**src/verilog/mem_pkg.sv**
```systemverilog
package mem_pkg;

    // unified memory geometry, word addressed
    localparam int MEM_WORDS = 1024;
    localparam int MEM_AW    = 10;

    // load type codes, zero means the instruction does not load
    localparam logic [2:0] LOAD_NONE = 3'd0;
    localparam logic [2:0] LOAD_LB   = 3'd1;
    localparam logic [2:0] LOAD_LH   = 3'd2;
    localparam logic [2:0] LOAD_LW   = 3'd3;
    localparam logic [2:0] LOAD_LBU  = 3'd4;
    localparam logic [2:0] LOAD_LHU  = 3'd5;

    // store type codes, zero means no store
    localparam logic [1:0] STORE_NONE = 2'd0;
    localparam logic [1:0] STORE_SB   = 2'd1;
    localparam logic [1:0] STORE_SH   = 2'd2;
    localparam logic [1:0] STORE_SW   = 2'd3;

    // byte enables for each store width, before lane shifting
    localparam logic [3:0] MASK_BYTE = 4'b0001;
    localparam logic [3:0] MASK_HALF = 4'b0011;
    localparam logic [3:0] MASK_WORD = 4'b1111;

    // lsu FSM states
    // idle waits for ifu_valid, access holds the request,
    // wait finishes the instruction and raises the pulse
    localparam logic [1:0] LSU_IDLE   = 2'd0;
    localparam logic [1:0] LSU_ACCESS = 2'd1;
    localparam logic [1:0] LSU_WAIT   = 2'd2;

    // one memory word, seen whole or as four byte lanes
    // lane 0 is the least significant byte (little endian)
    typedef union packed {
        logic [31:0]     word;
        logic [3:0][7:0] bytes;
    } mem_word_u;

endpackage

```
**src/verilog/mem_arbiter.sv**
```systemverilog
module mem_arbiter (
    input  logic                       clk,
    input  logic                       rst,
    input  logic                       lsu_req_i,
    input  logic                       lsu_we_i,
    input  logic [mem_pkg::MEM_AW-1:0] lsu_addr_i,
    input  logic [3:0]                 lsu_wmask_i,
    input  mem_pkg::mem_word_u         lsu_wdata_i,
    input  logic                       fetch_req_i,
    input  logic [mem_pkg::MEM_AW-1:0] fetch_addr_i,
    output logic                       lsu_gnt_o,
    output logic                       fetch_gnt_o,
    output logic                       sram_en_o,
    output logic                       sram_we_o,
    output logic [mem_pkg::MEM_AW-1:0] sram_addr_o,
    output logic [3:0]                 sram_wmask_o,
    output mem_pkg::mem_word_u         sram_wdata_o,
    output logic                       lsu_rvalid_o,
    output logic                       fetch_rvalid_o
);

    // fixed priority, lsu first
    assign lsu_gnt_o   = lsu_req_i;
    assign fetch_gnt_o = fetch_req_i && !lsu_req_i;

    // port steering from the winner
    assign sram_en_o    = lsu_gnt_o || fetch_gnt_o;
    assign sram_we_o    = lsu_gnt_o && lsu_we_i;
    assign sram_addr_o  = lsu_gnt_o ? lsu_addr_i : fetch_addr_i;
    // fetch never writes
    assign sram_wmask_o = lsu_gnt_o ? lsu_wmask_i : 4'b0000;
    assign sram_wdata_o = lsu_wdata_i;

    // remember who owns next cycle's read data
    always_ff @(posedge clk) begin
        if (rst) begin
            lsu_rvalid_o   <= 1'b0;
            fetch_rvalid_o <= 1'b0;
        end else begin
            lsu_rvalid_o   <= lsu_gnt_o && !lsu_we_i;
            fetch_rvalid_o <= fetch_gnt_o;
        end
    end

endmodule

```
**config.mk**
```make
export PLATFORM = sky130hd
export DESIGN_NAME = mem_arbiter
export DESIGN_NICKNAME = d
export VERILOG_FILES = /design/src/verilog/mem_pkg.sv /design/src/verilog/mem_arbiter.sv
export SDC_FILE = /design/constraint.sdc
export NUM_CORES = 1
export LEC_CHECK = 0
export ABC_CLOCK_PERIOD_IN_PS = 800
export BUFFER_PORTS_ARGS = -buffer_cell sky130_fd_sc_hd__buf_4
export CORE_MARGIN = 3
export CORE_UTILIZATION = 22
export CTS_CLUSTER_DIAMETER = 40
export DETAILED_ROUTE_END_ITERATION = 12
export HOLD_SLACK_MARGIN = 0.06
export PLACE_DENSITY = 0.82
export SLEW_MARGIN = 20
export SYNTH_ARGS = -nofsm -noshare
export SYNTH_HDL_FRONTEND = slang
export SYNTH_SLANG_ARGS = --single-unit
```
**constraint.sdc**
```tcl
create_clock -name clk -period 0.8 [get_ports clk]
set_input_delay 0.12 -clock clk [delete_from_list [all_inputs] [get_ports clk]]
set_output_delay 0.12 -clock clk [all_outputs]
set_load 0.02 [all_outputs]
```
==> impl_metrics.py, run 1 <==
metrics = {
    "clock_network": {
        "clk_pin_slew_ns": 0.03,
        "cts_tree": "built",
        "h-tree-depth": 1,
        "cts_inserted_buffers": 3,
        "clockBufferDepth": 2,
        "clock-sinks": 2,
        "cts-root-buf": "clkbuf_4",
    },
    "placement": {
        "post_dp_cell_area_um2": 617,
        "place_inst": 97,
        "routabilityCongestion": 0.679,
        "port_buffers": 48,
        "dp_hpwl_um": 1000,
    },
    "grt": {
        "grt_usage_pct": 7.99,
        "grt_pass1_wl_um": 1660,
        "overflow": 0,
        "first_global_vias": 433,
        "grt_max_degree": 10,
        "antenna_found_initial": 0,
    },
    "power": {
        "ir_drop_mv": 0.508,
        "switching_share_pct": 28.5,
        "p_per_area_nw_per_um2": 1020,
        "internal-power_w": 0.000555,
        "p_leak_nw": 0.400,
        "p_seq_share_pct": 13.6,
        "pwr-share-clk_pct": 27.8,
        "p_sw_w": 0.000222,
        "combPwrFrac_pct": 58.6,
    },
    "sta": {
        "fin_hold_ws_ns": 0.0719,
        "rsz0062_at_grt": "yes",
        "max_slew_margin_pct": 88.8,
        "final.setup.tns_ns": -0.0524,
        "timing.final.ws_setup_ns": -0.0213,
        "finalMaxSlewViolations": 0,
        "period_needed_ns": 0.821,
        "finalHoldViolCount": 0,
        "period_share_pct": 103,
        "tightest_slew_ns": 0.167,
        "report.final.setup_viol": 3,
        "fmax_ghz": 1.22,
    },
    "critical_path": {
        "worst_setup_path_end_kind": "output pin",
        "worstPathMaxFanout": 4,
        "critPathKind": "in -> out",
        "crit_required_ns": 0.68,
        "cp-start-kind": "primary input",
        "cp.arrival_ns": 0.70,
    },
    "floorplanning": {
        "io_pins": 113,
        "die_h_um": 53.0,
        "coreArea_um2": 2020,
        "start_util_pct": 24.0,
        "dieArea_um2": 2810,
        "rows": 16,
        "die_width_um": 53.0,
    },
    "outcome": {
        "violations": "setup timing",
        "status": "finished with violations",
    },
    "logic_synthesis": {
        "synth.ff_latch_count": 2,
        "ys.warnings.count": 0,
        "yosysUniqueCellTypes": 9,
        "synthTopCellsByArea": "buf_4, mux2_2, dfxtp_1, and2_1, buf_6",
        "yosys.area.top_type_share_pct": 51.0,
        "synth_top_area_cell": "buf_4",
        "synth.net_count": 117,
        "syn_area_per_cell_um2": 8.67,
        "synthCells": 56,
        "syn-cell-area_um2": 485,
        "yosysSeqAreaShare_pct": 8.25,
    },
    "routing": {
        "num_vias": 440,
        "wl_um": 1290,
        "first_iter_violations": 1,
        "drt-pass1-iter-count": 2,
        "route.antenna.remaining_nets": 0,
        "drc_errors": 0,
        "avgViaCountPerCell": 4.31,
        "wl_per_cell_um": 12.7,
    },
    "cells_and_area": {
        "nets": 138,
        "diodes": 0,
        "instances_no_fill": 102,
        "final_cell_mix": "buf_4, buf_6, mux2_4, and2_1",
        "drive_gt1_share_pct": 85.3,
        "area_growth_pct": 57.5,
        "final_area_um2": 764,
        "final_common_cell": "buf_4",
        "final_util_pct": 37.8,
    },
    "min_path": {
        "whs_endpoint": "lsu_rvalid_o",
        "hp-start": "lsu_we_i",
        "hold_path_class": "in -> reg",
        "min_path_cells": 2,
    },
    "flow_run": {
        "drv_cap": 0,
    },
}
-- final cells by class --
class | instances | area [µm²]
Fill cell | 197 | 1260
Multi-Input combinational cell | 19 | 198
Tap cell | 27 | 33.8
Sequential cell | 2 | 40.0
Clock buffer | 3 | 22.5
Timing Repair Buffer | 51 | 470
-- what timing repair did --
action / in CTS / in global routing
cloned: 1 / 1
endpoints found under the setup margin: 13 / 9
resized for setup: 15 / 5
hold buffers: 0 / 0
setup buffers: 0 / 0
hold endpoints to repair: 0 / 0
-- synthesized netlist by cell type (all sizes together) --
master and number:
and2 5, or2 1, nor3b 2, dfxtp 2, mux2 10, buf 35
nor2b 1
-- how the worst max path moves through the flow --
stage                           to  cells after the start      start  slack [ns]
CTS                 sram_addr_o[2]                      3  lsu_req_i       -0.02
detailed placement  sram_addr_o[5]                      3  lsu_req_i       -0.18
floorplan           sram_addr_o[8]                      3  lsu_req_i     -0.0009
finish              sram_addr_o[3]                      3  lsu_req_i       -0.02
global placement    sram_addr_o[5]                      3  lsu_req_i       -0.16
global route        sram_addr_o[3]                      3  lsu_req_i       -0.03
-- cell families after synthesis --
kind of cell / share of synthesized area (%)
simple gates: 12.1
mux: 24.0
buf+inv: 55.7
flops: 8.25
-- power groups by stage --
stage | logic (W) | registers, W | clock network (W)
6_report | 0.000455 | 0.000106 | 0.000216
5_1_grt | 0.000481 | 0.000106 | 0.000226
4_1_cts | 0.000432 | 0.000106 | 0.000229
3_5_place_dp | 0.000374 | 0.000107 | 0
3_3_place_gp | 0.000369 | 0.000107 | 0
2_1_floorplan | 0.000412 | 0.000112 | 0
-- sequential cells by signal, indices dropped and copies added (netlist names) --
register / count
fetch_rvalid_o: 1
lsu_rvalid_o: 1
-- metal layers --
metal,GRT usage [%],vias to the layer above,share of wire (%)
met5,0,-,0
met2,15.9,52,46
li1,-,184,-
met1,6.51,194,30
met4,5.11,0,1.8
met3,2.54,10,22
-- critical path, stage by stage --
cell and delay, ns:
clkbuf_16 0.11, mux2_2 0.33, buf_6 0.13
-- metrics by stage --
step	total power (W)	worst slack, ns
2_1_floorplan	0.000524	-0.000945
3_3_place_gp	0.000475	-0.159
3_5_place_dp	0.000481	-0.177
4_1_cts	0.000766	-0.0179
5_1_grt	0.000813	-0.0279
6_report	0.000776	-0.0213
(Power assumes the default switching activity.)
==> inputs of run 2 (changes only) <==
Settings changed: GPL_TIMING_DRIVEN set to 0.
==> impl_metrics.py, run 2 (synthesis gave the netlist of run 1 again) <==
metrics = {
    "sta": {
        "period_share_pct": 111,
        "timing.final.ws_setup_ns": -0.0891,
        "rsz0062_at_grt": "yes",
        "period_needed_ns": 0.889,
        "fmax_ghz": 1.12,
        "report.final.setup_viol": 9,
        "finalMaxSlewViolations": 0,
        "final.setup.tns_ns": -0.306,
        "max_slew_margin_pct": 87.4,
        "finalHoldViolCount": 0,
        "tightest_slew_ns": 0.188,
    },
    "routing": {
        "avgViaCountPerCell": 4.04,
        "drc_errors": 0,
        "wl_per_cell_um": 12.4,
        "route.antenna.remaining_nets": 0,
        "drt-pass1-iter-count": 1,
        "num_vias": 678,
        "wl_um": 2090,
        "first_iter_violations": 0,
    },
    "clock_network": {
        "cts_tree": "built",
        "cts-root-buf": "clkbuf_4",
        "clockBufferDepth": 2,
        "h-tree-depth": 1,
        "clk_pin_slew_ns": 0.03,
        "cts_inserted_buffers": 3,
        "clock-sinks": 2,
    },
    "min_path": {
        "whs_endpoint": "lsu_rvalid_o",
        "hold_path_class": "in -> reg",
        "min_path_cells": 2,
        "hp-start": "rst",
    },
    "power": {
        "internal-power_w": 0.000786,
        "power_w": 0.00117,
        "p_per_area_nw_per_um2": 899,
        "combPwrFrac_pct": 72.8,
        "p_sw_w": 0.000388,
        "p_leak_nw": 0.738,
        "switching_share_pct": 33.0,
        "pwr-share-clk_pct": 18.2,
        "ir_drop_mv": 0.576,
        "p_seq_share_pct": 9.0,
    },
    "cells_and_area": {
        "final_cell_mix": "buf_4, buf_6, mux2_4, mux2_2",
        "area_growth_pct": 169,
        "drive_gt1_share_pct": 95.0,
        "top_regs": "fetch_rvalid_o: 1 flops, lsu_rvalid_o: 1 flops",
        "final_common_cell": "buf_4",
        "diodes": 0,
        "final_util_pct": 64.5,
        "nets": 204,
    },
    "grt": {
        "grt_usage_pct": 12.7,
        "grt_pass1_wl_um": 2650,
        "antenna_found_initial": 0,
        "first_global_vias": 667,
        "grt_max_degree": 7,
        "overflow": 0,
    },
    "critical_path": {
        "cp-start-kind": "primary input",
        "cp.arrival_ns": 0.77,
        "worstPathMaxFanout": 6,
        "crit_required_ns": 0.68,
        "crit_start": "lsu_req_i",
        "critPathKind": "in -> out",
        "worst_setup_path_end_kind": "output pin",
    },
    "floorplanning": {
        "io_pins": 113,
        "coreArea_um2": 2020,
        "die_h_um": 53.0,
        "dieArea_um2": 2810,
        "die_width_um": 53.0,
        "rows": 16,
        "start_util_pct": 24.0,
    },
    "flow_run": {
        "drv_cap": 0,
    },
    "placement": {
        "port_buffers": 79,
        "routabilityCongestion": 0.708,
    },
    "outcome": {
        "violations": "setup timing",
        "status": "finished with violations",
    },
}
run 2: layout make-up:
class | instances | area [µm²]
plain buffers | 35 | 283
clock buffers | 3 | 22.5
fillers | 141 | 717
multi-input cells | 19 | 209
flip-flops and latches | 2 | 40.0
well taps | 27 | 33.8
repair buffers | 82 | 717
run 2: worst max path at each step:
stage,slack (ns),end
after floorplan,-0.0009,sram_addr_o[8]
after global placement,-0.13,sram_addr_o[8]
after detailed placement,-0.13,sram_addr_o[8]
after CTS,-0.09,sram_addr_o[8]
after global routing,-0.11,sram_addr_o[8]
final,-0.09,sram_addr_o[8]
run 2: per-stage QoR:
| stage | std cells | hold slack [ns] | setup slack (ns) | instance area [µm²] |
|---|---|---|---|---|
| floorplan | 56 | 0.195 | -0.000945 | 498 |
| global placement | 162 | 0.301 | -0.125 | 1120 |
| detailed placement | 162 | 0.302 | -0.133 | 1120 |
| CTS | 168 | 0.0722 | -0.0938 | 1290 |
| global route | 168 | 0.0756 | -0.106 | 1310 |
| finish | 168 | 0.0793 | -0.0891 | 1310 |
run 2: what timing repair did:
| action | 4_1_cts | 5_1_grt |
|---|---|---|
| resized for setup | 23 | 3 |
| endpoints found under the setup margin | 11 | 10 |
| buffers inserted | 1 | 0 |
| pin swaps | 1 | 0 |
| gates cloned | 2 | 0 |
| hold buffers | 0 | 0 |
run 2: power groups by stage:
stage / registers [W] / logic [W] / clock network (W)
global placement: 0.000107 / 0.000739 / 0
finish: 0.000106 / 0.000855 / 0.000213
floorplan: 0.000112 / 0.000412 / 0
CTS: 0.000106 / 0.000850 / 0.000225
global route: 0.000106 / 0.000897 / 0.000233
detailed placement: 0.000107 / 0.000748 / 0
run 2: routing by layer:
layer / vias up / global-route usage (%) / wire [µm]
met5: - / 0 / 0
met4: 0 / 3.83 / 6
met3: 2 / 4.51 / 400
met2: 70 / 27.5 / 1190
met1: 286 / 9.87 / 485
li1: 320 / - / -
run 2: worst max-delay path, stage by stage:
cell	delay, ns
buf_12	0.11
buf_8	0.12
mux2_4	0.29
buf_6	0.13
