`config.mk`:
```
export PLATFORM = sky130hd
export DESIGN_NAME = fetch_port
export DESIGN_NICKNAME = d
export VERILOG_FILES = /design/src/verilog/mem_pkg.sv /design/src/verilog/fetch_port.sv
export SDC_FILE = /design/constraint.sdc
export NUM_CORES = 1
export LEC_CHECK = 0
export BUFFER_PORTS_ARGS = -buffer_cell sky130_fd_sc_hd__buf_2
export CAP_MARGIN = 20
export CORE_ASPECT_RATIO = 1.5
export CORE_MARGIN = 2
export CORE_UTILIZATION = 37
export DETAILED_ROUTE_END_ITERATION = 12
export HOLD_SLACK_MARGIN = 0.15
export PLACE_DENSITY = 0.77
export SLEW_MARGIN = 20
export SYNTH_ARGS = -nofsm -noshare
export SYNTH_HDL_FRONTEND = slang
export SYNTH_SLANG_ARGS = --single-unit
export TNS_END_PERCENT = 1
```
`constraint.sdc`:
```
create_clock -name clk -period 1.6 [get_ports clk]
set_clock_uncertainty 0.05 [all_clocks]
set_input_delay 0.32 -clock clk [delete_from_list [all_inputs] [get_ports clk]]
set_output_delay 0.32 -clock clk [all_outputs]
set_load 0.02 [all_outputs]
```
`src/verilog/mem_pkg.sv`:
```
package mem_pkg;

    // unified memory geometry, word addressed
    localparam int MEM_WORDS = 1024;
    localparam int MEM_AW    = 10;

    // load type codes, zero means the instruction does not load
    localparam logic [2:0] LOAD_NONE = 3'd0;
    localparam logic [2:0] LOAD_LB   = 3'd1;
    localparam logic [2:0] LOAD_LH   = 3'd2;
    localparam logic [2:0] LOAD_LW   = 3'd3;
    localparam logic [2:0] LOAD_LBU  = 3'd4;
    localparam logic [2:0] LOAD_LHU  = 3'd5;

    // store type codes, zero means no store
    localparam logic [1:0] STORE_NONE = 2'd0;
    localparam logic [1:0] STORE_SB   = 2'd1;
    localparam logic [1:0] STORE_SH   = 2'd2;
    localparam logic [1:0] STORE_SW   = 2'd3;

    // byte enables for each store width, before lane shifting
    localparam logic [3:0] MASK_BYTE = 4'b0001;
    localparam logic [3:0] MASK_HALF = 4'b0011;
    localparam logic [3:0] MASK_WORD = 4'b1111;

    // lsu FSM states
    // idle waits for ifu_valid, access holds the request,
    // wait finishes the instruction and raises the pulse
    localparam logic [1:0] LSU_IDLE   = 2'd0;
    localparam logic [1:0] LSU_ACCESS = 2'd1;
    localparam logic [1:0] LSU_WAIT   = 2'd2;

    // one memory word, seen whole or as four byte lanes
    // lane 0 is the least significant byte (little endian)
    typedef union packed {
        logic [31:0]     word;
        logic [3:0][7:0] bytes;
    } mem_word_u;

endpackage

```
`src/verilog/fetch_port.sv`:
```
module fetch_port (
    input  logic                       clk,
    input  logic                       rst,
    input  logic                       fetch_strobe_i,
    input  logic [31:0]                fetch_pc_i,
    input  logic                       fetch_gnt_i,
    input  logic                       fetch_rvalid_i,
    input  logic [31:0]                sram_rdata_i,
    output logic                       fetch_req_o,
    output logic [mem_pkg::MEM_AW-1:0] fetch_addr_o,
    output logic [31:0]                inst_o,
    output logic                       inst_valid_o
);

    logic                       req_q;
    logic                       wait_q;
    logic [mem_pkg::MEM_AW-1:0] pc_word_q;

    // busy from strobe until the word comes back
    logic busy;
    assign busy = req_q || wait_q;

    always_ff @(posedge clk) begin
        if (rst) begin
            req_q        <= 1'b0;
            wait_q       <= 1'b0;
            inst_valid_o <= 1'b0;
        end else begin
            inst_valid_o <= 1'b0;
            if (!busy && fetch_strobe_i) begin
                req_q <= 1'b1;
            end
            // request drops once the arbiter lets us in
            if (req_q && fetch_gnt_i) begin
                req_q  <= 1'b0;
                wait_q <= 1'b1;
            end
            if (wait_q && fetch_rvalid_i) begin
                wait_q       <= 1'b0;
                inst_valid_o <= 1'b1;
            end
        end
    end

    // pc and instruction word
    always_ff @(posedge clk) begin
        if (!busy && fetch_strobe_i) begin
            pc_word_q <= fetch_pc_i[mem_pkg::MEM_AW+1:2];
        end
        if (wait_q && fetch_rvalid_i) begin
            inst_o <= sram_rdata_i;
        end
    end

    assign fetch_req_o  = req_q;
    assign fetch_addr_o = pc_word_q;

endmodule

```
==> results.sh, run 1 <==
export IMPL_status="completed"
export IMPL_hpwlAfterDp_um=2090
export IMPL_power_share_combinational=0.088
export IMPL_path_clk_slew_ns=0.09
export IMPL_netlist_area_um2=1380
export IMPL_drv_slew=0
export IMPL_swShare=0.187
export IMPL_cts_path_max_buffers=2
export IMPL_cts_tree="built"
export IMPL_core_region_area_um2=3610
export IMPL_critical_path_cell_chain="buf_2"
export IMPL_nets=258
export IMPL_total_power_mw=2.56
export IMPL_p_seq_frac=0.523
export IMPL_start_util=0.382
export IMPL_period_share=0.788
export IMPL_io_buffers=90
export IMPL_cpPeakStageDelay_ns=0.42
export IMPL_vias_per_cell=4.35
export IMPL_period_minus_slack_ns=1.26
export IMPL_grt_max_degree=22
export IMPL_cts_root_buf="clkbuf_8"
export IMPL_drtAntennaViolNets=0
export IMPL_rows=27
export IMPL_final_common_cell="buf_2"
export IMPL_worstPathRequired_ns=1.23
export IMPL_clk_latency_ns=0.28
export IMPL_antenna_cells=0
export IMPL_regArea_um2=1320
export IMPL_grt_pass1_vias=1106
export IMPL_avgSynthCellArea_um2=26.1
export IMPL_cp_num_buf_inv=1
export IMPL_netlist_cell_type_count=9
export IMPL_fillers=259
export IMPL_yosysWarnings=0
export IMPL_ys_seq_area_frac=0.956
export IMPL_drt_iter0_markers=7
export IMPL_setup_violations=0
export IMPL_peakVddDrop_uv=817
export IMPL_area_growth_pct=74.1
export IMPL_p_int_mw=2.08
export IMPL_wirelength_um=3280
export IMPL_max_freq_ghz=0.794
export IMPL_powerDensity_nw_per_um2=1060
export IMPL_dieArea_um2=4250
export IMPL_synth_nets=122
export IMPL_leakage_nw=1.03
export IMPL_h_tree_depth=2
export IMPL_max_slew_worst_pin_slew_ns=0.269
export IMPL_hold_viol=0
export IMPL_setup_tns_ns=0
export IMPL_max_slew_margin=0.821
export IMPL_layout_drive_gt1_share=0.542
export IMPL_hold_class="primary input to flop"
export IMPL_fin_util=0.666
export IMPL_drc=0
export IMPL_cpLargestDelayFamily="flip-flops"
export IMPL_grt_pass1_wl_um=4960
export IMPL_die_x_um=53.9
export IMPL_routabilityCongestion=0.749
export IMPL_track_usage=0.170
export IMPL_multi_input_area_um2=61.3
export IMPL_via_count=1013
export IMPL_arrival_ns=0.89
export IMPL_place_ws_ns=0.394
export IMPL_cts_sinks=45
export IMPL_synth_seq_cells=45
export IMPL_grt_ovfl_total=0
export IMPL_syn_inst=53
export IMPL_cts_buffers=5
export IMPL_cp_slowest_cell="edfxtp_1"
export IMPL_cp_end_kind="primary output"
export IMPL_switching_power_mw=0.479
export IMPL_cp_max_fo=1
export IMPL_fin_ws_ns=0.340
export IMPL_layout_common_cells="buf_2, edfxtp_1, dlygate4sd3_1"
export IMPL_clkPwrFrac=0.389
export IMPL_antenna_found_initial=0
export IMPL_io_pins=113
export IMPL_start_kind="flop"
export IMPL_die_y_um=78.9
export IMPL_critPathKind="flop to primary output"
export IMPL_wl_per_cell_um=14.1
export IMPL_max_cap_viol_count=0
export IMPL_post_cts_setup_buffers=0
export IMPL_dr_pass1_iters=4
export IMPL_rsz0062_at_grt="false"
==> power by group through the flow <==
| stage | sequential (mW) | clock [mW] | combinational (mW) |
|---|---|---|---|
| 6_report | 1.34 | 0.995 | 0.226 |
| 5_1_grt | 1.34 | 1.08 | 0.244 |
| 4_1_cts | 1.34 | 1.01 | 0.212 |
| 3_5_place_dp | 1.36 | 0 | 0.155 |
| 3_3_place_gp | 1.36 | 0 | 0.150 |
| 2_1_floorplan | 1.40 | 0 | 0.0194 |
==> metal layers <==
metal  part of all wire  routed length [um]  global-route usage  up-vias
met5                  0                   0                   0        -
met1               0.33                1080               0.163      460
met4             0.0095                  31              0.0615        0
met2               0.56                1820               0.309       71
li1                   -                   -                   -      478
met3               0.10                 342              0.0677        4
==> synthesized netlist by cell type <==
cell      number  share of area
nor2b_1        2         0.0090
nand3b_1       1         0.0054
nor3b_2        1         0.0090
and2_2         1         0.0054
nand2b_1       1         0.0045
o21ba_1        1         0.0072
dfxtp_1        3          0.043
a21oi_1        1         0.0036
edfxtp_1      42           0.91
==> logic make-up after synthesis <==
kind of cell	count (synthesis)	share of synthesized area
flip-flops	45	0.956
AND/OR/NAND/NOR	6	0.0335
AO/OA/AOI/OAI	2	0.0109
==> what timing repair did <==
action / in CTS / in global routing
hold buffers: 30 / 6
hold endpoints to repair: 30 / 6
endpoints found under the setup margin: 0 / 0
resized for setup: 0 / 0
==> through the flow <==
step           instance area [um^2]  hold WS (ns)  instances
2_1_floorplan                  1380         0.339         53
3_3_place_gp                   1910         0.431        189
3_5_place_dp                   1910         0.448        189
4_1_cts                        2350         0.151        227
5_1_grt                        2410         0.151        233
6_report                       2410         0.165        233
==> area by class of cell <==
cell class	count	area share
Timing Repair Buffer	129	0.346
Clock buffer	5	0.0286
Tap cell	43	0.0223
Multi-Input combinational cell	8	0.0255
Sequential cell	45	0.549
Clock inverter	3	0.0286
==> final timing paths <==
| check | startpoint | endpoint | slack (ns) | cells after the start |
|---|---|---|---|---|
| setup / recovery | fetch_addr_o[0]$_DFFE_PP_ | fetch_addr_o[0] | 0.34 | 1 |
| hold / removal | sram_rdata_i[15] | inst_o[15]$_DFFE_PP_ | 0.17 | 1 |
| setup reg to reg | wait_q$_SDFFE_PP0P_ | inst_o[6]$_DFFE_PP_ | 0.37 | 2 |
| hold reg to reg | wait_q$_SDFFE_PP0P_ | wait_q$_SDFFE_PP0P_ | 0.51 | 2 |
==> flip-flops by register name (all words and copies together), names as in the netlist <==
name,flops
wait_q,1
fetch_req_o,1
inst_valid_o,1
inst_o,32
fetch_addr_o,10
No activity file was read; power rests on OpenSTA's default activity.
==> inputs of run 2 (changes only) <==
Settings changed: ABC_AREA set to 1.
Clock period 1.6 ns to 1.3 ns, I/O delays scaled along.
==> results.sh, run 2 <==
export IMPL_status="completed"
export IMPL_hold_class="primary input to flop"
export IMPL_synth_area_leaders="edfxtp_1, dfxtp_1, inv_1"
export IMPL_cp_end_kind="primary output"
export IMPL_wirelength_met1_um=1180
export IMPL_cts_root_buf="clkbuf_8"
export IMPL_nets=268
export IMPL_drv_slew=0
export IMPL_synth_compound_area_share=0.00998
export IMPL_hpwlAfterDp_um=2100
export IMPL_rows=27
export IMPL_max_flop_register="inst_o"
export IMPL_via_count=1052
export IMPL_routed_top_layer="met4"
export IMPL_synth_simple_area_share=0.0236
export IMPL_synth_seq_cells=45
export IMPL_synth_flop_cell="edfxtp_1"
export IMPL_synth_top_area_share=0.915
export IMPL_peakVddDrop_uv=912
export IMPL_final_common_cell="buf_2"
export IMPL_critPathKind="flop to primary output"
export IMPL_die_y_um=78.8
export IMPL_start_util=0.381
export IMPL_avgSynthCellArea_um2=24.2
export IMPL_io_pins=113
export IMPL_vias_per_cell=4.33
export IMPL_fin_ws_ns=0.0892
export IMPL_fillers=253
export IMPL_clkPwrFrac=0.335
export IMPL_rsz0062_at_grt="false"
export IMPL_postCtsHoldBufs=43
export IMPL_wl_met3_um=344
export IMPL_critical_path_cell_chain="buf_2"
export IMPL_core_region_area_um2=3610
export IMPL_drc=0
export IMPL_wirelength_um=3480
export IMPL_start_kind="flop"
export IMPL_cp_slowest_cell="dfxtp_1"
export IMPL_dpl_cell_area_um2=1920
export IMPL_post_cts_resized=0
export IMPL_cts_buffers=5
export IMPL_place_ws_ns=0.186
export IMPL_netlist_cell_type_count=9
export IMPL_largest_register_ffs=32
export IMPL_cp_max_fo=4
export IMPL_io_buffers=90
export IMPL_leakage_nw=1.04
export IMPL_synth_edf_count=42
export IMPL_synth_top_family_by_area="simple AND/OR/NAND/NOR gates"
export IMPL_area_growth_pct=78.6
export IMPL_dr_wl_met2_um=1930
export IMPL_max_slew_worst_pin_slew_ns=0.175
export IMPL_antenna_found_initial=0
export IMPL_grt_pass1_wl_um=5240
export IMPL_track_usage=0.180
export IMPL_cts_sinks=45
export IMPL_drtAntennaViolNets=0
export IMPL_period_share=0.931
export IMPL_grt_max_degree=33
export IMPL_max_freq_ghz=0.826
export IMPL_synthAdderAreaFrac=0
export IMPL_powerDensity_nw_per_um2=1220
export IMPL_dieArea_um2=4240
export IMPL_synth_top_area_cell="edfxtp_1"
export IMPL_clk_latency_ns=0.29
export IMPL_path_clk_slew_ns=0.08
export IMPL_grt_pass1_vias=1184
export IMPL_final_area_um2=2460
export IMPL_worstPathRequired_ns=0.99
export IMPL_netlist_area_um2=1380
export IMPL_swShare=0.205
export IMPL_ys_seq_area_frac=0.958
export IMPL_die_x_um=53.8
export IMPL_cpPeakStageDelay_ns=0.41
export IMPL_cpLargestDelayFamily="flip-flops"
export IMPL_yosysMostFrequentCell="edfxtp_1"
export IMPL_post_cts_setup_buffers=0
export IMPL_p_int_mw=2.39
export IMPL_antenna_cells=0
export IMPL_max_slew_margin=0.883
export IMPL_cts_path_max_buffers=2
export IMPL_switching_power_mw=0.617
export IMPL_wl_per_cell_um=14.3
export IMPL_synthMuxAreaShare=0
export IMPL_drt_iter0_markers=20
export IMPL_setup_violations=0
export IMPL_max_cap_viol_count=0
export IMPL_synth_nets=126
export IMPL_syn_inst=57
export IMPL_layout_drive_gt1_share=0.520
export IMPL_yosysWarnings=0
export IMPL_dr_pass1_iters=4
export IMPL_arrival_ns=0.90
export IMPL_hold_worst_slack_ns=0.202
export IMPL_hold_viol=0
export IMPL_yosys_top_cells_count="edfxtp_1, dfxtp_1, inv_1, nand2_1, nor2_1"
export IMPL_total_power_mw=3.01
export IMPL_cts_tree="built"
export IMPL_cp_num_buf_inv=1
export IMPL_h_tree_depth=2
export IMPL_routabilityCongestion=0.740
export IMPL_grt_ovfl_total=0
export IMPL_period_minus_slack_ns=1.21
export IMPL_async_reset_ff_frac=0
export IMPL_layout_common_cells="buf_2, dlygate4sd3_1, edfxtp_1"
export IMPL_p_seq_frac=0.553
export IMPL_post_synth_xor_area_fraction=0
export IMPL_power_share_combinational=0.112
==> run 2: cell count changes after synthesis, moves of 2 or more <==
cell,delta
inv_1,+3
nand2_1,+3
nor2_1,+2
nor2b_1,-2
==> run 2: per-layer routing <==
layer / vias up / track usage
met5: - / 0
met4: 0 / 0.0692
met3: 2 / 0.0695
met2: 66 / 0.321
met1: 487 / 0.176
li1: 497 / -
==> run 2: cell type report <==
cell class	count	area, um^2	share of cell area
clock inverters	3	41.3	0.0168
well taps	43	53.8	0.0218
clock buffers	5	68.8	0.0279
repair buffers	135	908	0.369
inverters	3	15.0	0.00610
multi-input cells	9	53.8	0.0218
flip-flops and latches	45	1320	0.537
==> run 2: final timing paths <==
check | startpoint | end | slack [ns] | cells after the start
worst max-delay path | fetch_req_o$_SDFFE_PP0P_ | fetch_req_o | 0.09 | 1
worst min-delay path | fetch_gnt_i | wait_q$_SDFFE_PP0P_ | 0.20 | 3
worst max register to register | wait_q$_SDFFE_PP0P_ | inst_o[6]$_DFFE_PP_ | 0.12 | 3
worst min register to register | fetch_req_o$_SDFFE_PP0P_ | wait_q$_SDFFE_PP0P_ | 0.49 | 2
==> run 2: through the flow <==
| step | cells | utilization | setup TNS, ns |
|---|---|---|---|
| after global placement | 192 | 0.532 | 0 |
| final | 243 | 0.681 | 0 |
| after detailed placement | 192 | 0.532 | 0 |
| after floorplan | 57 | - | -0.270 |
| after CTS | 243 | 0.681 | 0 |
| after global routing | 243 | 0.681 | 0 |
==> run 2: worst reg2reg max path: cells and delay by family, from the launching register on <==
kind                   cells  cell delay [ns]
AND/OR/NAND/NOR            1             0.11
buffers and inverters      2             0.29
flip-flops                 1             0.41
==> run 2: cells by family (layout without fill, tap and decap cells) <==
logic type | Yosys count | count (layout)
compound gates | 2 | 2
buf+inv | 3 | 146
flops | 45 | 45
simple gates | 7 | 7
==> run 2: power groups by stage <==
stage / Sequential [mW] / Clock, mW / Combinational (mW)
floorplan: 1.76 / 0 / 0.0333
global placement: 1.69 / 0 / 0.220
detailed placement: 1.70 / 0 / 0.230
CTS: 1.66 / 1.03 / 0.329
global route: 1.67 / 1.08 / 0.360
finish: 1.66 / 1.01 / 0.336
==> inputs of run 3 (changes only) <==
Settings changed: RECOVER_POWER set to 50, REMOVE_ABC_BUFFERS set to 1.
==> results.sh, run 3 (synthesis gave the netlist of run 2 again) <==
export IMPL_h_tree_depth=2
export IMPL_area_growth_pct=78.1
export IMPL_hpwlAfterDp_um=2130
export IMPL_cp_num_buf_inv=1
export IMPL_antenna_cells=0
export IMPL_arrival_ns=0.90
export IMPL_dr_pass1_iters=4
export IMPL_fillers=249
export IMPL_start_util=0.381
export IMPL_critical_path_cell_chain="buf_2"
export IMPL_nets=269
export IMPL_cpPeakStageDelay_ns=0.40
export IMPL_final_common_cell="buf_2"
export IMPL_cpLargestDelayFamily="flip-flops"
export IMPL_via_count=1070
export IMPL_leakage_nw=1.03
export IMPL_stdcell_count=244
export IMPL_r2r_start="fetch_req_o$_SDFFE_PP0P_"
export IMPL_crit_end="fetch_req_o"
export IMPL_rr_worst_depth=2
export IMPL_period_share=0.928
export IMPL_cts_root_buf="clkbuf_8"
export IMPL_hold_worst_slack_ns=0.174
export IMPL_hold_class="primary input to flop"
export IMPL_hold_viol=0
export IMPL_r2r_end="fetch_addr_o[2]$_DFFE_PP_"
export IMPL_powerDensity_nw_per_um2=1240
export IMPL_max_cap_viol_count=0
export IMPL_regToRegSetupSlack_ns=0.12
export IMPL_core_region_area_um2=3610
export IMPL_drc=0
export IMPL_critPathKind="flop to primary output"
export IMPL_cts_sinks=45
export IMPL_worstPathRequired_ns=0.99
export IMPL_grt_pass1_vias=1191
export IMPL_start_kind="flop"
export IMPL_largest_register_ffs=32
export IMPL_status="completed"
export IMPL_dieArea_um2=4240
export IMPL_antenna_found_initial=0
export IMPL_max_slew_worst_pin_slew_ns=0.284
export IMPL_drtAntennaViolNets=0
export IMPL_postCtsHoldBufs=43
export IMPL_crit_start="fetch_req_o$_SDFFE_PP0P_"
export IMPL_drt_iter0_markers=26
export IMPL_io_buffers=90
export IMPL_period_minus_slack_ns=1.21
export IMPL_grt_max_degree=18
export IMPL_rows=27
export IMPL_die_x_um=53.8
export IMPL_final_area_um2=2460
export IMPL_dp_cells=193
export IMPL_clk_latency_ns=0.30
export IMPL_die_y_um=78.8
export IMPL_vias_per_cell=4.39
export IMPL_wirelength_um=3400
export IMPL_wl_per_cell_um=13.9
export IMPL_place_ws_ns=0.169
export IMPL_cp_slowest_cell="dfxtp_1"
export IMPL_rsz0062_at_grt="false"
export IMPL_track_usage=0.181
export IMPL_cp_end_kind="primary output"
export IMPL_dpl_cell_area_um2=1930
export IMPL_io_pins=113
export IMPL_grt_ovfl_total=0
export IMPL_regArea_um2=1320
export IMPL_peakVddDrop_uv=1130
export IMPL_cts_path_max_buffers=2
export IMPL_multi_input_area_um2=42.5
export IMPL_max_slew_margin=0.811
export IMPL_cp_max_fo=4
export IMPL_fin_util=0.679
export IMPL_setup_violations=0
export IMPL_layout_drive_gt1_share=0.448
export IMPL_layout_common_cells="buf_2, dlygate4sd3_1, edfxtp_1"
export IMPL_path_clk_slew_ns=0.09
export IMPL_routabilityCongestion=0.755
export IMPL_drv_slew=0
export IMPL_grt_pass1_wl_um=5260
export IMPL_post_cts_setup_buffers=0
export IMPL_post_cts_resized=0
export IMPL_fin_ws_ns=0.0941
export IMPL_cts_tree="built"
export IMPL_max_flop_register="inst_o"
export IMPL_path_depth=1
export IMPL_cts_buffers=5
export IMPL_max_freq_ghz=0.829
run 3: cell count changes in the layout (fill, tap and decap cells not counted), moves of 2 or more:
cell	delta
buf_2	-12
clkbuf_1	+12
clkinvlp_4	-2
inv_6	+2
run 3: power breakdown:
group	switching (mW)	internal, mW	total [mW]
combinational	0.154	0.177	0.331
sequential	0.0162	1.65	1.66
clock	0.469	0.585	1.05
run 3: worst min path at each step:
stage          slack (ns)  cells after the start                  endpoint       startpoint
2_1_floorplan        0.28                      1   inst_valid_o$_SDFF_PP0_              rst
3_3_place_gp         0.38                      2   inst_valid_o$_SDFF_PP0_              rst
3_5_place_dp         0.39                      1       inst_o[5]$_DFFE_PP_  sram_rdata_i[5]
4_1_cts              0.15                      3  fetch_req_o$_SDFFE_PP0P_   fetch_strobe_i
5_1_grt              0.18                      3       wait_q$_SDFFE_PP0P_      fetch_gnt_i
6_report             0.17                      3       wait_q$_SDFFE_PP0P_      fetch_gnt_i
run 3: through the flow:
stage | TNS [ns] | power, mW
2_1_floorplan | -9.57 | 1.79
3_3_place_gp | 0 | 1.91
3_5_place_dp | 0 | 1.93
4_1_cts | 0 | 3.08
5_1_grt | 0 | 3.17
6_report | 0 | 3.05
run 3: layout make-up:
class,instances,area share
Timing Repair Buffer,136,0.371
Clock buffer,5,0.0280
Clock inverter,3,0.0194
Inverter,3,0.00458
Tap cell,43,0.0219
Multi-Input combinational cell,9,0.0173
Sequential cell,45,0.538
run 3: metal layers:
metal	GRT usage	wire length, um
met2	0.291	1760
met4	0.0949	62
met1	0.195	1170
met5	0	0
met3	0.0752	415
