`src/verilog/mem_pkg.sv`:
```
package mem_pkg;

    // unified memory geometry, word addressed
    localparam int MEM_WORDS = 1024;
    localparam int MEM_AW    = 10;

    // load type codes, zero means the instruction does not load
    localparam logic [2:0] LOAD_NONE = 3'd0;
    localparam logic [2:0] LOAD_LB   = 3'd1;
    localparam logic [2:0] LOAD_LH   = 3'd2;
    localparam logic [2:0] LOAD_LW   = 3'd3;
    localparam logic [2:0] LOAD_LBU  = 3'd4;
    localparam logic [2:0] LOAD_LHU  = 3'd5;

    // store type codes, zero means no store
    localparam logic [1:0] STORE_NONE = 2'd0;
    localparam logic [1:0] STORE_SB   = 2'd1;
    localparam logic [1:0] STORE_SH   = 2'd2;
    localparam logic [1:0] STORE_SW   = 2'd3;

    // byte enables for each store width, before lane shifting
    localparam logic [3:0] MASK_BYTE = 4'b0001;
    localparam logic [3:0] MASK_HALF = 4'b0011;
    localparam logic [3:0] MASK_WORD = 4'b1111;

    // lsu FSM states
    // idle waits for ifu_valid, access holds the request,
    // wait finishes the instruction and raises the pulse
    localparam logic [1:0] LSU_IDLE   = 2'd0;
    localparam logic [1:0] LSU_ACCESS = 2'd1;
    localparam logic [1:0] LSU_WAIT   = 2'd2;

    // one memory word, seen whole or as four byte lanes
    // lane 0 is the least significant byte (little endian)
    typedef union packed {
        logic [31:0]     word;
        logic [3:0][7:0] bytes;
    } mem_word_u;

endpackage

```
`src/verilog/load_store_unit.sv`:
```
module load_store_unit (
    input  logic                       clk,
    input  logic                       rst,
    input  logic                       ifu_valid_i,
    input  logic                       wd_i,
    input  logic [4:0]                 wreg_i,
    input  logic [31:0]                alu_result_i,
    input  logic [31:0]                mem_wdata_i,
    input  logic [2:0]                 load_type_i,
    input  logic [1:0]                 store_type_i,
    input  logic [31:0]                csr_wdata_i,
    input  logic                       lsu_gnt_i,
    input  logic                       lsu_rvalid_i,
    input  logic [31:0]                sram_rdata_i,
    output logic                       lsu_req_o,
    output logic                       lsu_we_o,
    output logic [mem_pkg::MEM_AW-1:0] lsu_addr_o,
    output logic [3:0]                 lsu_wmask_o,
    output mem_pkg::mem_word_u         lsu_wdata_o,
    output logic                       memory_inst_o,
    output logic                       lsu_valid_o,
    output logic                       wd_o,
    output logic [4:0]                 wreg_o,
    output logic [31:0]                wdata_o,
    output logic [31:0]                csr_wdata_o
);

    logic [1:0]  state_q;
    logic [1:0]  state_d;

    // latched instruction fields
    logic        wd_q;
    logic [4:0]  wreg_q;
    logic [31:0] alu_q;
    logic [31:0] store_data_q;
    logic [2:0]  load_q;
    logic [1:0]  store_q;
    logic [31:0] csr_q;
    logic [31:0] load_data_q;

    logic        is_mem_in;
    logic        is_load;
    logic        is_mem;
    logic        take;
    logic        finish;
    logic [3:0]  base_mask;
    logic [31:0] load_ext;
    logic [7:0]  rd_byte;
    logic [15:0] rd_half;

    mem_pkg::mem_word_u rd_word;

    assign is_mem_in = (load_type_i != mem_pkg::LOAD_NONE) ||
                       (store_type_i != mem_pkg::STORE_NONE);
    assign is_load   = load_q != mem_pkg::LOAD_NONE;
    assign is_mem    = is_load || (store_q != mem_pkg::STORE_NONE);

    // accept a new instruction only when idle
    assign take   = (state_q == mem_pkg::LSU_IDLE) && ifu_valid_i;
    // loads wait for their data, stores and alu ops finish at once
    assign finish = (state_q == mem_pkg::LSU_WAIT) && (!is_load || lsu_rvalid_i);

    always_comb begin
        state_d = state_q;
        case (state_q)
            mem_pkg::LSU_IDLE: begin
                if (ifu_valid_i) begin
                    state_d = is_mem_in ? mem_pkg::LSU_ACCESS : mem_pkg::LSU_WAIT;
                end
            end
            mem_pkg::LSU_ACCESS: begin
                if (lsu_gnt_i) begin
                    state_d = mem_pkg::LSU_WAIT;
                end
            end
            mem_pkg::LSU_WAIT: begin
                if (finish) begin
                    state_d = mem_pkg::LSU_IDLE;
                end
            end
            default: begin
                state_d = mem_pkg::LSU_IDLE;
            end
        endcase
    end

    always_ff @(posedge clk) begin
        if (rst) begin
            state_q     <= mem_pkg::LSU_IDLE;
            lsu_valid_o <= 1'b0;
        end else begin
            state_q     <= state_d;
            lsu_valid_o <= finish;
        end
    end

    always_ff @(posedge clk) begin
        if (take) begin
            wd_q         <= wd_i;
            wreg_q       <= wreg_i;
            alu_q        <= alu_result_i;
            store_data_q <= mem_wdata_i;
            load_q       <= load_type_i;
            store_q      <= store_type_i;
            csr_q        <= csr_wdata_i;
        end
        if (finish && is_load) begin
            load_data_q <= load_ext;
        end
    end

    // request side
    assign lsu_req_o  = state_q == mem_pkg::LSU_ACCESS;
    assign lsu_we_o   = store_q != mem_pkg::STORE_NONE;
    assign lsu_addr_o = alu_q[mem_pkg::MEM_AW+1:2];

    always_comb begin
        case (store_q)
            mem_pkg::STORE_SB: base_mask = mem_pkg::MASK_BYTE;
            mem_pkg::STORE_SH: base_mask = mem_pkg::MASK_HALF;
            mem_pkg::STORE_SW: base_mask = mem_pkg::MASK_WORD;
            default:           base_mask = 4'b0000;
        endcase
    end

    // move mask and data up to the addressed lanes
    assign lsu_wmask_o = base_mask << alu_q[1:0];
    assign lsu_wdata_o = store_data_q << {alu_q[1:0], 3'b000};

    // load lane select
    assign rd_word = sram_rdata_i;
    assign rd_byte = rd_word.bytes[alu_q[1:0]];
    assign rd_half = {rd_word.bytes[{alu_q[1], 1'b1}], rd_word.bytes[{alu_q[1], 1'b0}]};

    always_comb begin
        case (load_q)
            mem_pkg::LOAD_LB:  load_ext = {{24{rd_byte[7]}}, rd_byte};
            mem_pkg::LOAD_LH:  load_ext = {{16{rd_half[15]}}, rd_half};
            mem_pkg::LOAD_LBU: load_ext = {24'd0, rd_byte};
            mem_pkg::LOAD_LHU: load_ext = {16'd0, rd_half};
            default:           load_ext = rd_word.word;
        endcase
    end

    // writeback side
    assign memory_inst_o = (state_q != mem_pkg::LSU_IDLE) && is_mem;
    assign wd_o          = wd_q;
    assign wreg_o        = wreg_q;
    assign csr_wdata_o   = csr_q;
    assign wdata_o       = is_load ? load_data_q : alu_q;

endmodule

```
`config.mk`:
```
export PLATFORM = sky130hd
export DESIGN_NAME = load_store_unit
export DESIGN_NICKNAME = d
export VERILOG_FILES = /design/src/verilog/mem_pkg.sv /design/src/verilog/load_store_unit.sv
export SDC_FILE = /design/constraint.sdc
export NUM_CORES = 1
export LEC_CHECK = 0
export BUFFER_PORTS_ARGS = -buffer_cell sky130_fd_sc_hd__clkbuf_2
export CORE_UTILIZATION = 30
export DETAILED_ROUTE_END_ITERATION = 16
export GPL_TIMING_DRIVEN = 0
export PLACE_DENSITY = 0.57
export SKIP_CTS_REPAIR_TIMING = 1
export SYNTH_ARGS = -nofsm -noshare
export SYNTH_HDL_FRONTEND = slang
export SYNTH_SLANG_ARGS = --single-unit
```
`constraint.sdc`:
```
create_clock -name clk -period 6.7 [get_ports clk]
set_clock_uncertainty 0.05 [all_clocks]
set_input_delay 0.335 -clock clk [delete_from_list [all_inputs] [get_ports clk]]
set_output_delay 0.335 -clock clk [all_outputs]
set_load 0.02 [all_outputs]
```
==> flow_metrics.env, run 1 <==
export IMPL_status="complete, no violations"
export IMPL_drtIter0Drc=285
export IMPL_critPathMaxStageDelay_ps=550
export IMPL_synth_ff_type="edfxtp_1"
export IMPL_ys_seq_area_frac=0.659
export IMPL_grt_ovfl_total=0
export IMPL_drc_errors=0
export IMPL_die_y_um=148
export IMPL_worst_ep_arrival_time_ps=2540
export IMPL_finalCriticalPeriod_ps=2930
export IMPL_syn2layout_area_growth_pct=36.9
export IMPL_grt_pass1_wl_mm=27.4
export IMPL_cpMaxStageDelayCell="clkbuf_1"
export IMPL_cp_end_kind="output port"
export IMPL_post_route_period_util=0.437
export IMPL_maxCapViolations=0
export IMPL_ioPinCount=264
export IMPL_power_leakage_nw=3.72
export IMPL_hpwl_mm=13.9
export IMPL_cts_max_level=4
export IMPL_dr_pass1_iters=4
export IMPL_viasPerCell=4.68
export IMPL_gp_congestion=0.848
export IMPL_crit_top_cell="clkbuf_1"
export IMPL_dieArea_sq_um=22000
export IMPL_worst_pin_slew_ps=1020
export IMPL_syn_num_nets=593
export IMPL_synth_edf_count=139
export IMPL_antenna_found_initial=2
export IMPL_dp_cells=990
export IMPL_startpoint="alu_q[0]"
export IMPL_yosysWarningCount=0
export IMPL_required_ps=6310
export IMPL_synth_area_per_cell_sq_um=14.3
export IMPL_fin_tns_setup_ps=0
export IMPL_max_slew_margin=0.315
export IMPL_finalCoreUtilization=0.419
export IMPL_row_count=53
export IMPL_ys_ff_latch=142
export IMPL_path_max_fanout=10
export IMPL_drive_gt1_frac=0.493
export IMPL_crit_type="reg -> out"
export IMPL_r2r_start="load_q[2]"
export IMPL_critical_path_buf_inv_count=3
export IMPL_core_area_sq_um=21000
export IMPL_synthesis_area_sq_um=6430
export IMPL_diodes=0
export IMPL_rsz0062_at_grt="no"
export IMPL_cts_root_buf="clkbuf_16"
export IMPL_initial_core_util=0.306
export IMPL_fin_cells=1022
export IMPL_async_flop_share=0
export IMPL_clock_latency_ps=410
export IMPL_fillerInstances=2042
export IMPL_grt_total_usage=0.169
export IMPL_drv_slew=0
export IMPL_report_final_setup_viol=0
export IMPL_hp_class="in -> reg"
export IMPL_fp_dieW_um=148
export IMPL_grt_start_max_net_pins=62
export IMPL_clock_path_buffers=2
export IMPL_portBuffers=263
export IMPL_num_nets_final=878
export IMPL_crit_chain="clkbuf_1, clkbuf_1, a211oi_1, a21oi_1, clkbuf_2"
export IMPL_crit_family="buffers and inverters"
export IMPL_vias=4788
export IMPL_cts_buffers_inserted=17
export IMPL_startpoint_type="flip-flop"
export IMPL_powerDensity_nw_per_um2=283
export IMPL_final_antenna_net_count=0
export IMPL_peakVddDrop_mv=0.161
export IMPL_synthCells=449
export IMPL_grt_pass1_vias=4787
export IMPL_clkSlewWorstSetupHoldPaths_ps=70
export IMPL_worstHoldStart="csr_wdata_i[6]"
export IMPL_cts_tree="yes"
export IMPL_max_freq_mhz=341
export IMPL_clock_sinks=142
export IMPL_synth_cell_types=47
export IMPL_wire_per_inst_um=18.2
export IMPL_wl_mm=18.6
export IMPL_hold_viol_final=0
==> stage by stage <==
step	cell area (sq um)	hold slack, ps	worst slack (ps)	power (mW)
2_1_floorplan	6430	361	2130	1.32
3_3_place_gp	8090	462	79.7	1.47
3_5_place_dp	8160	464	4130	1.48
4_1_cts	8800	10.2	3660	2.52
5_1_grt	8800	12.9	3590	2.59
6_report	8800	33.3	3770	2.49
==> cells in the final DEF, fill, tap and decap left out, types with 2 or more instances in the layout <==
cell type and n:
nor2_1 35, clkbuf_16 17, inv_8 4, o31ai_1 5, xor2_1 2, inv_6 6, a21o_1 17, nor3b_1 15
edfxtp_1 139, dfxtp_1 3, nor2b_1 13, buf_4 13, nand2_1 11, clkbuf_2 263, a21oi_1 17, nor3b_2 2
and2_1 9, nor4b_1 2, mux2_2 34, nand3b_1 3, buf_6 4, nor4_1 2, o21ai_0 17, a211oi_1 11
nor3_1 8, inv_1 9, bufinv_16 3, buf_2 9, nor3_4 2, o2111a_1 5, clkbuf_1 11, o22a_1 8
mux2i_1 24
==> registers in the layout (all words and copies together) (netlist names) <==
name          count
alu_q            32
csr_wdata_o      32
load_data_q      32
store_data_q     32
wreg_o            5
load_q            3
state_q           2
store_q           2
lsu_valid_o       1
wd_o              1
==> cell families after synthesis <==
kind of cell / share of synthesized area
simple gates: 0.100
mux: 0.100
flops: 0.659
xor+xnor: 0.00409
compound gates: 0.0967
buf+inv: 0.0397
==> final timing paths <==
| path | end | slack (ps) | depth (start not counted) |
|---|---|---|---|
| max | lsu_wdata_o[24] | 3770 | 5 |
| min | csr_wdata_o[6] | 30 | 1 |
| max reg2reg | load_data_q[28] | 4240 | 6 |
| min reg2reg | state_q[0] | 520 | 1 |
==> final cells by class <==
| cell class | count | area (sq um) | share of cell area |
|---|---|---|---|
| flip-flops and latches | 142 | 4230 | 0.481 |
| multi-input cells | 261 | 1960 | 0.222 |
| repair buffers | 266 | 1370 | 0.156 |
| clock buffers | 17 | 425 | 0.0484 |
| well taps | 275 | 344 | 0.0391 |
| plain buffers | 37 | 221 | 0.0252 |
| clock inverters | 15 | 213 | 0.0242 |
| inverters | 9 | 33.8 | 0.00384 |
==> Yosys cell counts (all sizes together), types with 2 or more instances <==
| library cell | count | area, sq um |
|---|---|---|
| a211oi | 11 | 82.6 |
| a21o | 18 | 136 |
| a21oi | 18 | 101 |
| and2 | 10 | 62.6 |
| buf | 26 | 180 |
| clkbuf | 11 | 41.3 |
| dfxtp | 3 | 60.1 |
| edfxtp | 139 | 4170 |
| inv | 9 | 33.8 |
| mux2 | 34 | 383 |
| mux2i | 24 | 240 |
| nand2 | 11 | 41.3 |
| nand3b | 4 | 33.8 |
| nor2 | 36 | 143 |
| nor2b | 13 | 81.3 |
| nor3 | 10 | 72.6 |
| nor3b | 17 | 138 |
| nor4 | 2 | 12.5 |
| nor4b | 2 | 17.5 |
| o2111a | 5 | 56.3 |
| o21ai | 17 | 85.1 |
| o22a | 8 | 70.1 |
| o31ai | 5 | 37.5 |
| xor2 | 2 | 17.5 |
==> routing by layer <==
metal | share of wire | track usage | routed length [um]
met5 | 0.00070 | 0 | 13
met1 | 0.44 | 0.212 | 8130
met2 | 0.47 | 0.273 | 8650
met3 | 0.085 | 0.0574 | 1570
met4 | 0.010 | 0.0521 | 189
==> where the power goes <==
| part | internal [mW] | total [mW] | switching, mW | leakage, nW |
|---|---|---|---|---|
| Combinational | 0.147 | 0.384 | 0.236 | 2.07 |
| Sequential | 1.05 | 1.07 | 0.0201 | 1.34 |
| Clock | 0.608 | 1.04 | 0.430 | 0.314 |
No activity file was read; power rests on OpenSTA's default activity.
==> run 2: changes to the inputs <==
PLACE_DENSITY = 0.59   (was 0.57)
clock period = 2.6 ns   (was 6.7 ns; I/O delays follow)
==> flow_metrics.env, run 2 (synthesis gave the netlist of run 1 again) <==
export IMPL_startpoint="load_q[2]"
export IMPL_cts_max_level=4
export IMPL_whs_path_depth=2
export IMPL_clock_latency_ps=430
export IMPL_crit_type="reg -> out"
export IMPL_required_ps=2420
export IMPL_drive_gt1_frac=0.436
export IMPL_wire_per_inst_um=17.2
export IMPL_gp_congestion=0.850
export IMPL_layout_common_cells="clkbuf_2 (268), edfxtp_1 (139), dlygate4sd3_1 (116), mux2_2 (34), nor2_1 (34)"
export IMPL_cts_buffers_inserted=17
export IMPL_grt_total_usage=0.164
export IMPL_grt_ovfl_total=0
export IMPL_startpoint_type="flip-flop"
export IMPL_fin_cells=1141
export IMPL_cp_end_kind="output port"
export IMPL_grt_pass1_wl_mm=26.7
export IMPL_critPathMaxStageDelay_ps=470
export IMPL_power_leakage_nw=4.21
export IMPL_vias=5264
export IMPL_row_count=53
export IMPL_antenna_found_initial=1
export IMPL_dr_pass1_iters=5
export IMPL_mostFrequentLayoutCell="clkbuf_2"
export IMPL_r2r_start="load_q[2]"
export IMPL_finalCriticalPeriod_ps=2480
export IMPL_report_final_setup_viol=0
export IMPL_cts_tree="yes"
export IMPL_max_slew_margin=0.435
export IMPL_viasPerCell=4.61
export IMPL_hp_class="in -> reg"
export IMPL_r2r_setup_slack_ps=170
export IMPL_status="complete, but fails checks"
export IMPL_initial_core_util=0.306
export IMPL_hold_slack_ps=-6.11
export IMPL_cts_root_buf="clkbuf_16"
export IMPL_finalCoreUtilization=0.473
export IMPL_crit_chain="buf_4, nor3_4, buf_4, buf_2, mux2_2, clkbuf_2"
export IMPL_hold_viol_final=1
export IMPL_portBuffers=263
export IMPL_path_max_fanout=10
export IMPL_clkSlewWorstSetupHoldPaths_ps=70
export IMPL_preCtsSetupSlack_ps=169
export IMPL_fp_dieW_um=148
export IMPL_finalPower_mw=6.32
export IMPL_drtIter0Drc=259
export IMPL_drv_slew=0
export IMPL_final_antenna_net_count=0
export IMPL_die_y_um=148
export IMPL_core_area_sq_um=21000
export IMPL_hold_end="load_data_q[20]"
export IMPL_fillerInstances=1917
export IMPL_worstHoldStart="sram_rdata_i[20]"
export IMPL_reg2reg_to="load_data_q[22]"
export IMPL_crit_top_cell="buf_4"
export IMPL_wl_mm=19.6
export IMPL_violations="negative hold slack"
export IMPL_fin_ws_ps=123
export IMPL_num_nets_final=996
export IMPL_drc_errors=0
export IMPL_peakVddDrop_mv=0.422
export IMPL_powerDensity_nw_per_um2=636
export IMPL_clock_path_buffers=2
export IMPL_maxCapViolations=0
export IMPL_syn2layout_area_growth_pct=54.7
export IMPL_grt_start_max_net_pins=58
export IMPL_grt_pass1_vias=4819
export IMPL_dieArea_sq_um=22000
export IMPL_worst_pin_slew_ps=845
export IMPL_cpMaxStageDelayCell="edfxtp_1"
export IMPL_dp_cells=990
export IMPL_worst_ep_arrival_time_ps=2300
export IMPL_max_freq_mhz=404
export IMPL_clock_sinks=142
export IMPL_rsz0062_at_grt="no"
export IMPL_ioPinCount=264
export IMPL_reg2regPathDepth=6
export IMPL_post_route_period_util=0.953
export IMPL_hpwl_mm=13.6
[run 2: area by class of cell]
cell class	count	area [sq um]	area share
Buffer	36	224	0.0225
Clock buffer	17	425	0.0428
Tap cell	275	344	0.0346
Clock inverter	15	166	0.0167
Antenna cell	1	2.50	0.000252
Inverter	9	33.8	0.00340
Sequential cell	142	4230	0.426
Timing Repair Buffer	385	2550	0.257
Multi-Input combinational cell	261	1960	0.197
[run 2: worst max-delay path, delay by kind of cell (launching register included)]
kind / cells / cell delay [ps]
buf+inv: 4 / 850
flops: 1 / 470
mux: 1 / 370
simple gates: 1 / 170
[run 2: routing by layer]
metal | vias up | routed length, um | GRT usage | share of wire
met3 | 17 | 1420 | 0.0561 | 0.073
met1 | 2516 | 8130 | 0.199 | 0.42
met4 | 0 | 190 | 0.0531 | 0.0097
met2 | 216 | 9840 | 0.274 | 0.50
met5 | - | 0 | 0 | 0
li1 | 2515 | - | - | -
[run 2: power breakdown]
group | switching (mW) | total [mW] | internal [mW]
logic | 0.636 | 1.13 | 0.497
clock network | 1.14 | 2.43 | 1.29
registers | 0.0555 | 2.76 | 2.70
total | 1.83 | 6.32 | 4.49
[run 2: per-stage QoR]
stage,setup TNS [ps],instance area (sq um)
4_1_cts,-6170,8750
6_report,0,9940
2_1_floorplan,0,6440
5_1_grt,0,9940
3_3_place_gp,-74610,8110
3_5_place_dp,0,8160
[run 2: how the worst max path moves through the flow]
stage	end	slack, ps
4_1_cts	lsu_wdata_o[24]	-300
2_1_floorplan	load_data_q[0]	100
3_3_place_gp	load_data_q[19]	-660
5_1_grt	wdata_o[14]	30
3_5_place_dp	lsu_wdata_o[24]	170
6_report	wdata_o[14]	120
==> run 3: changes to the inputs <==
PLACE_DENSITY = default   (was 0.59)
clock period = 2.39 ns   (was 2.6 ns; I/O delays follow)
==> flow_metrics.env, run 3 (synthesis gave the netlist of run 1 again) <==
export IMPL_hp_class="in -> reg"
export IMPL_layout_common_cells="clkbuf_2 (270), edfxtp_1 (139), dlygate4sd3_1 (119), mux2_2 (34), nor2_1 (33)"
export IMPL_peakVddDrop_mv=0.376
export IMPL_dp_cells=989
export IMPL_wl_mm=19.8
export IMPL_diodes=0
export IMPL_required_ps=2220
export IMPL_cts_buffers_inserted=17
export IMPL_vias=5318
export IMPL_cts_tree="yes"
export IMPL_preCtsSetupSlack_ps=-42.3
export IMPL_startpoint_type="flip-flop"
export IMPL_fin_cells=1149
export IMPL_clock_latency_ps=430
export IMPL_internal_power_mw=4.90
export IMPL_powerDensity_nw_per_um2=688
export IMPL_row_count=53
export IMPL_cts_max_level=4
export IMPL_drv_slew=0
export IMPL_post_route_period_util=0.962
export IMPL_max_freq_mhz=435
export IMPL_core_area_sq_um=21000
export IMPL_rsz0062_at_grt="no"
export IMPL_combPwrFrac=0.182
export IMPL_syn2layout_area_growth_pct=56.3
export IMPL_drive_gt1_frac=0.443
export IMPL_cts_root_buf="clkbuf_16"
export IMPL_viasPerCell=4.63
export IMPL_initial_core_util=0.306
export IMPL_wire_per_inst_um=17.3
export IMPL_portBuffers=263
export IMPL_gp_congestion=0.859
export IMPL_maxCapViolations=0
export IMPL_num_nets_final=1005
export IMPL_worst_pin_slew_ps=884
export IMPL_fp_dieW_um=148
export IMPL_grt_start_max_net_pins=108
export IMPL_path_max_fanout=10
export IMPL_p_clk_frac=0.385
export IMPL_final_antenna_net_count=0
export IMPL_report_final_setup_viol=0
export IMPL_finalPower_mw=6.92
export IMPL_dr_pass1_iters=5
export IMPL_ioPinCount=264
export IMPL_swShare=0.291
export IMPL_finalCoreUtilization=0.478
export IMPL_crit_type="reg -> out"
export IMPL_hpwl_mm=13.2
export IMPL_finalCriticalPeriod_ps=2300
export IMPL_grt_ovfl_total=0
export IMPL_status="complete, no violations"
export IMPL_hold_viol_final=0
export IMPL_power_frac_seq=0.433
export IMPL_grt_pass1_vias=4690
export IMPL_antenna_found_initial=0
export IMPL_drc_errors=0
export IMPL_grt_pass1_wl_mm=26.2
export IMPL_fin_tns_setup_ps=0
export IMPL_clock_sinks=142
export IMPL_cp_end_kind="output port"
export IMPL_power_leakage_nw=4.26
export IMPL_p_switching_mw=2.02
export IMPL_die_y_um=148
export IMPL_drtIter0Drc=252
export IMPL_max_slew_margin=0.409
export IMPL_clock_path_buffers=2
export IMPL_mostFrequentLayoutCell="clkbuf_2"
export IMPL_clkSlewWorstSetupHoldPaths_ps=70
export IMPL_worst_ep_arrival_time_ps=2130
export IMPL_dieArea_sq_um=22000
export IMPL_fin_ws_ps=91.6
export IMPL_grt_total_usage=0.162
-- run 3: changes by cell type in the layout (fill, tap and decap cells not counted), sizes merged --
cell / previous run / this run
clkbuf: 291 / 295
dlygate4sd3: 116 / 119
buf: 31 / 32
clkinv: 4 / 5
diode: 1 / 0
inv: 18 / 17
nor2: 36 / 37
-- run 3: final cells by class --
| cell class | instances | area (sq um) |
|---|---|---|
| Buffer | 36 | 244 |
| Clock buffer | 17 | 425 |
| Clock inverter | 15 | 174 |
| Fill cell | 1864 | 11000 |
| Inverter | 9 | 33.8 |
| Multi-Input combinational cell | 262 | 1980 |
| Sequential cell | 142 | 4230 |
| Tap cell | 275 | 344 |
| Timing Repair Buffer | 393 | 2620 |
-- run 3: power by group through the flow --
| stage | Clock (mW) | Combinational [mW] | Sequential [mW] |
|---|---|---|---|
| 2_1_floorplan | 0 | 0.587 | 3.10 |
| 3_3_place_gp | 0 | 1.06 | 3.05 |
| 3_5_place_dp | 0 | 1.07 | 3.06 |
| 4_1_cts | 2.73 | 1.07 | 3.00 |
| 5_1_grt | 2.83 | 1.35 | 3.01 |
| 6_report | 2.67 | 1.26 | 2.99 |
-- run 3: final timing paths --
path	from	to	slack, ps	cells after the start
worst max-delay path	load_q[2]	wdata_o[19]	90	6
worst min-delay path	ifu_valid_i	state_q[0]	6	4
worst max register to register	load_q[2]	load_data_q[22]	270	6
worst min register to register	state_q[1]	state_q[0]	510	1
-- run 3: layer usage --
metal	wire (um)	GRT usage
met2	10100	0.280
met3	1320	0.0531
met4	400	0.0665
met5	0	0
met1	8060	0.184
-- run 3: critical path, cell delays in order, from the launching register on --
cell and delay, ps:
edfxtp_1 430, buf_6 180, nor3_4 170, buf_4 170, clkbuf_4 230, mux2_2 360
clkbuf_2 160
-- run 3: through the flow --
stage	cell area [sq um]	hold slack, ps
2_1_floorplan	6450	145
3_3_place_gp	8110	246
3_5_place_dp	8140	248
4_1_cts	8740	-212
5_1_grt	10100	0.554
6_report	10100	6.24
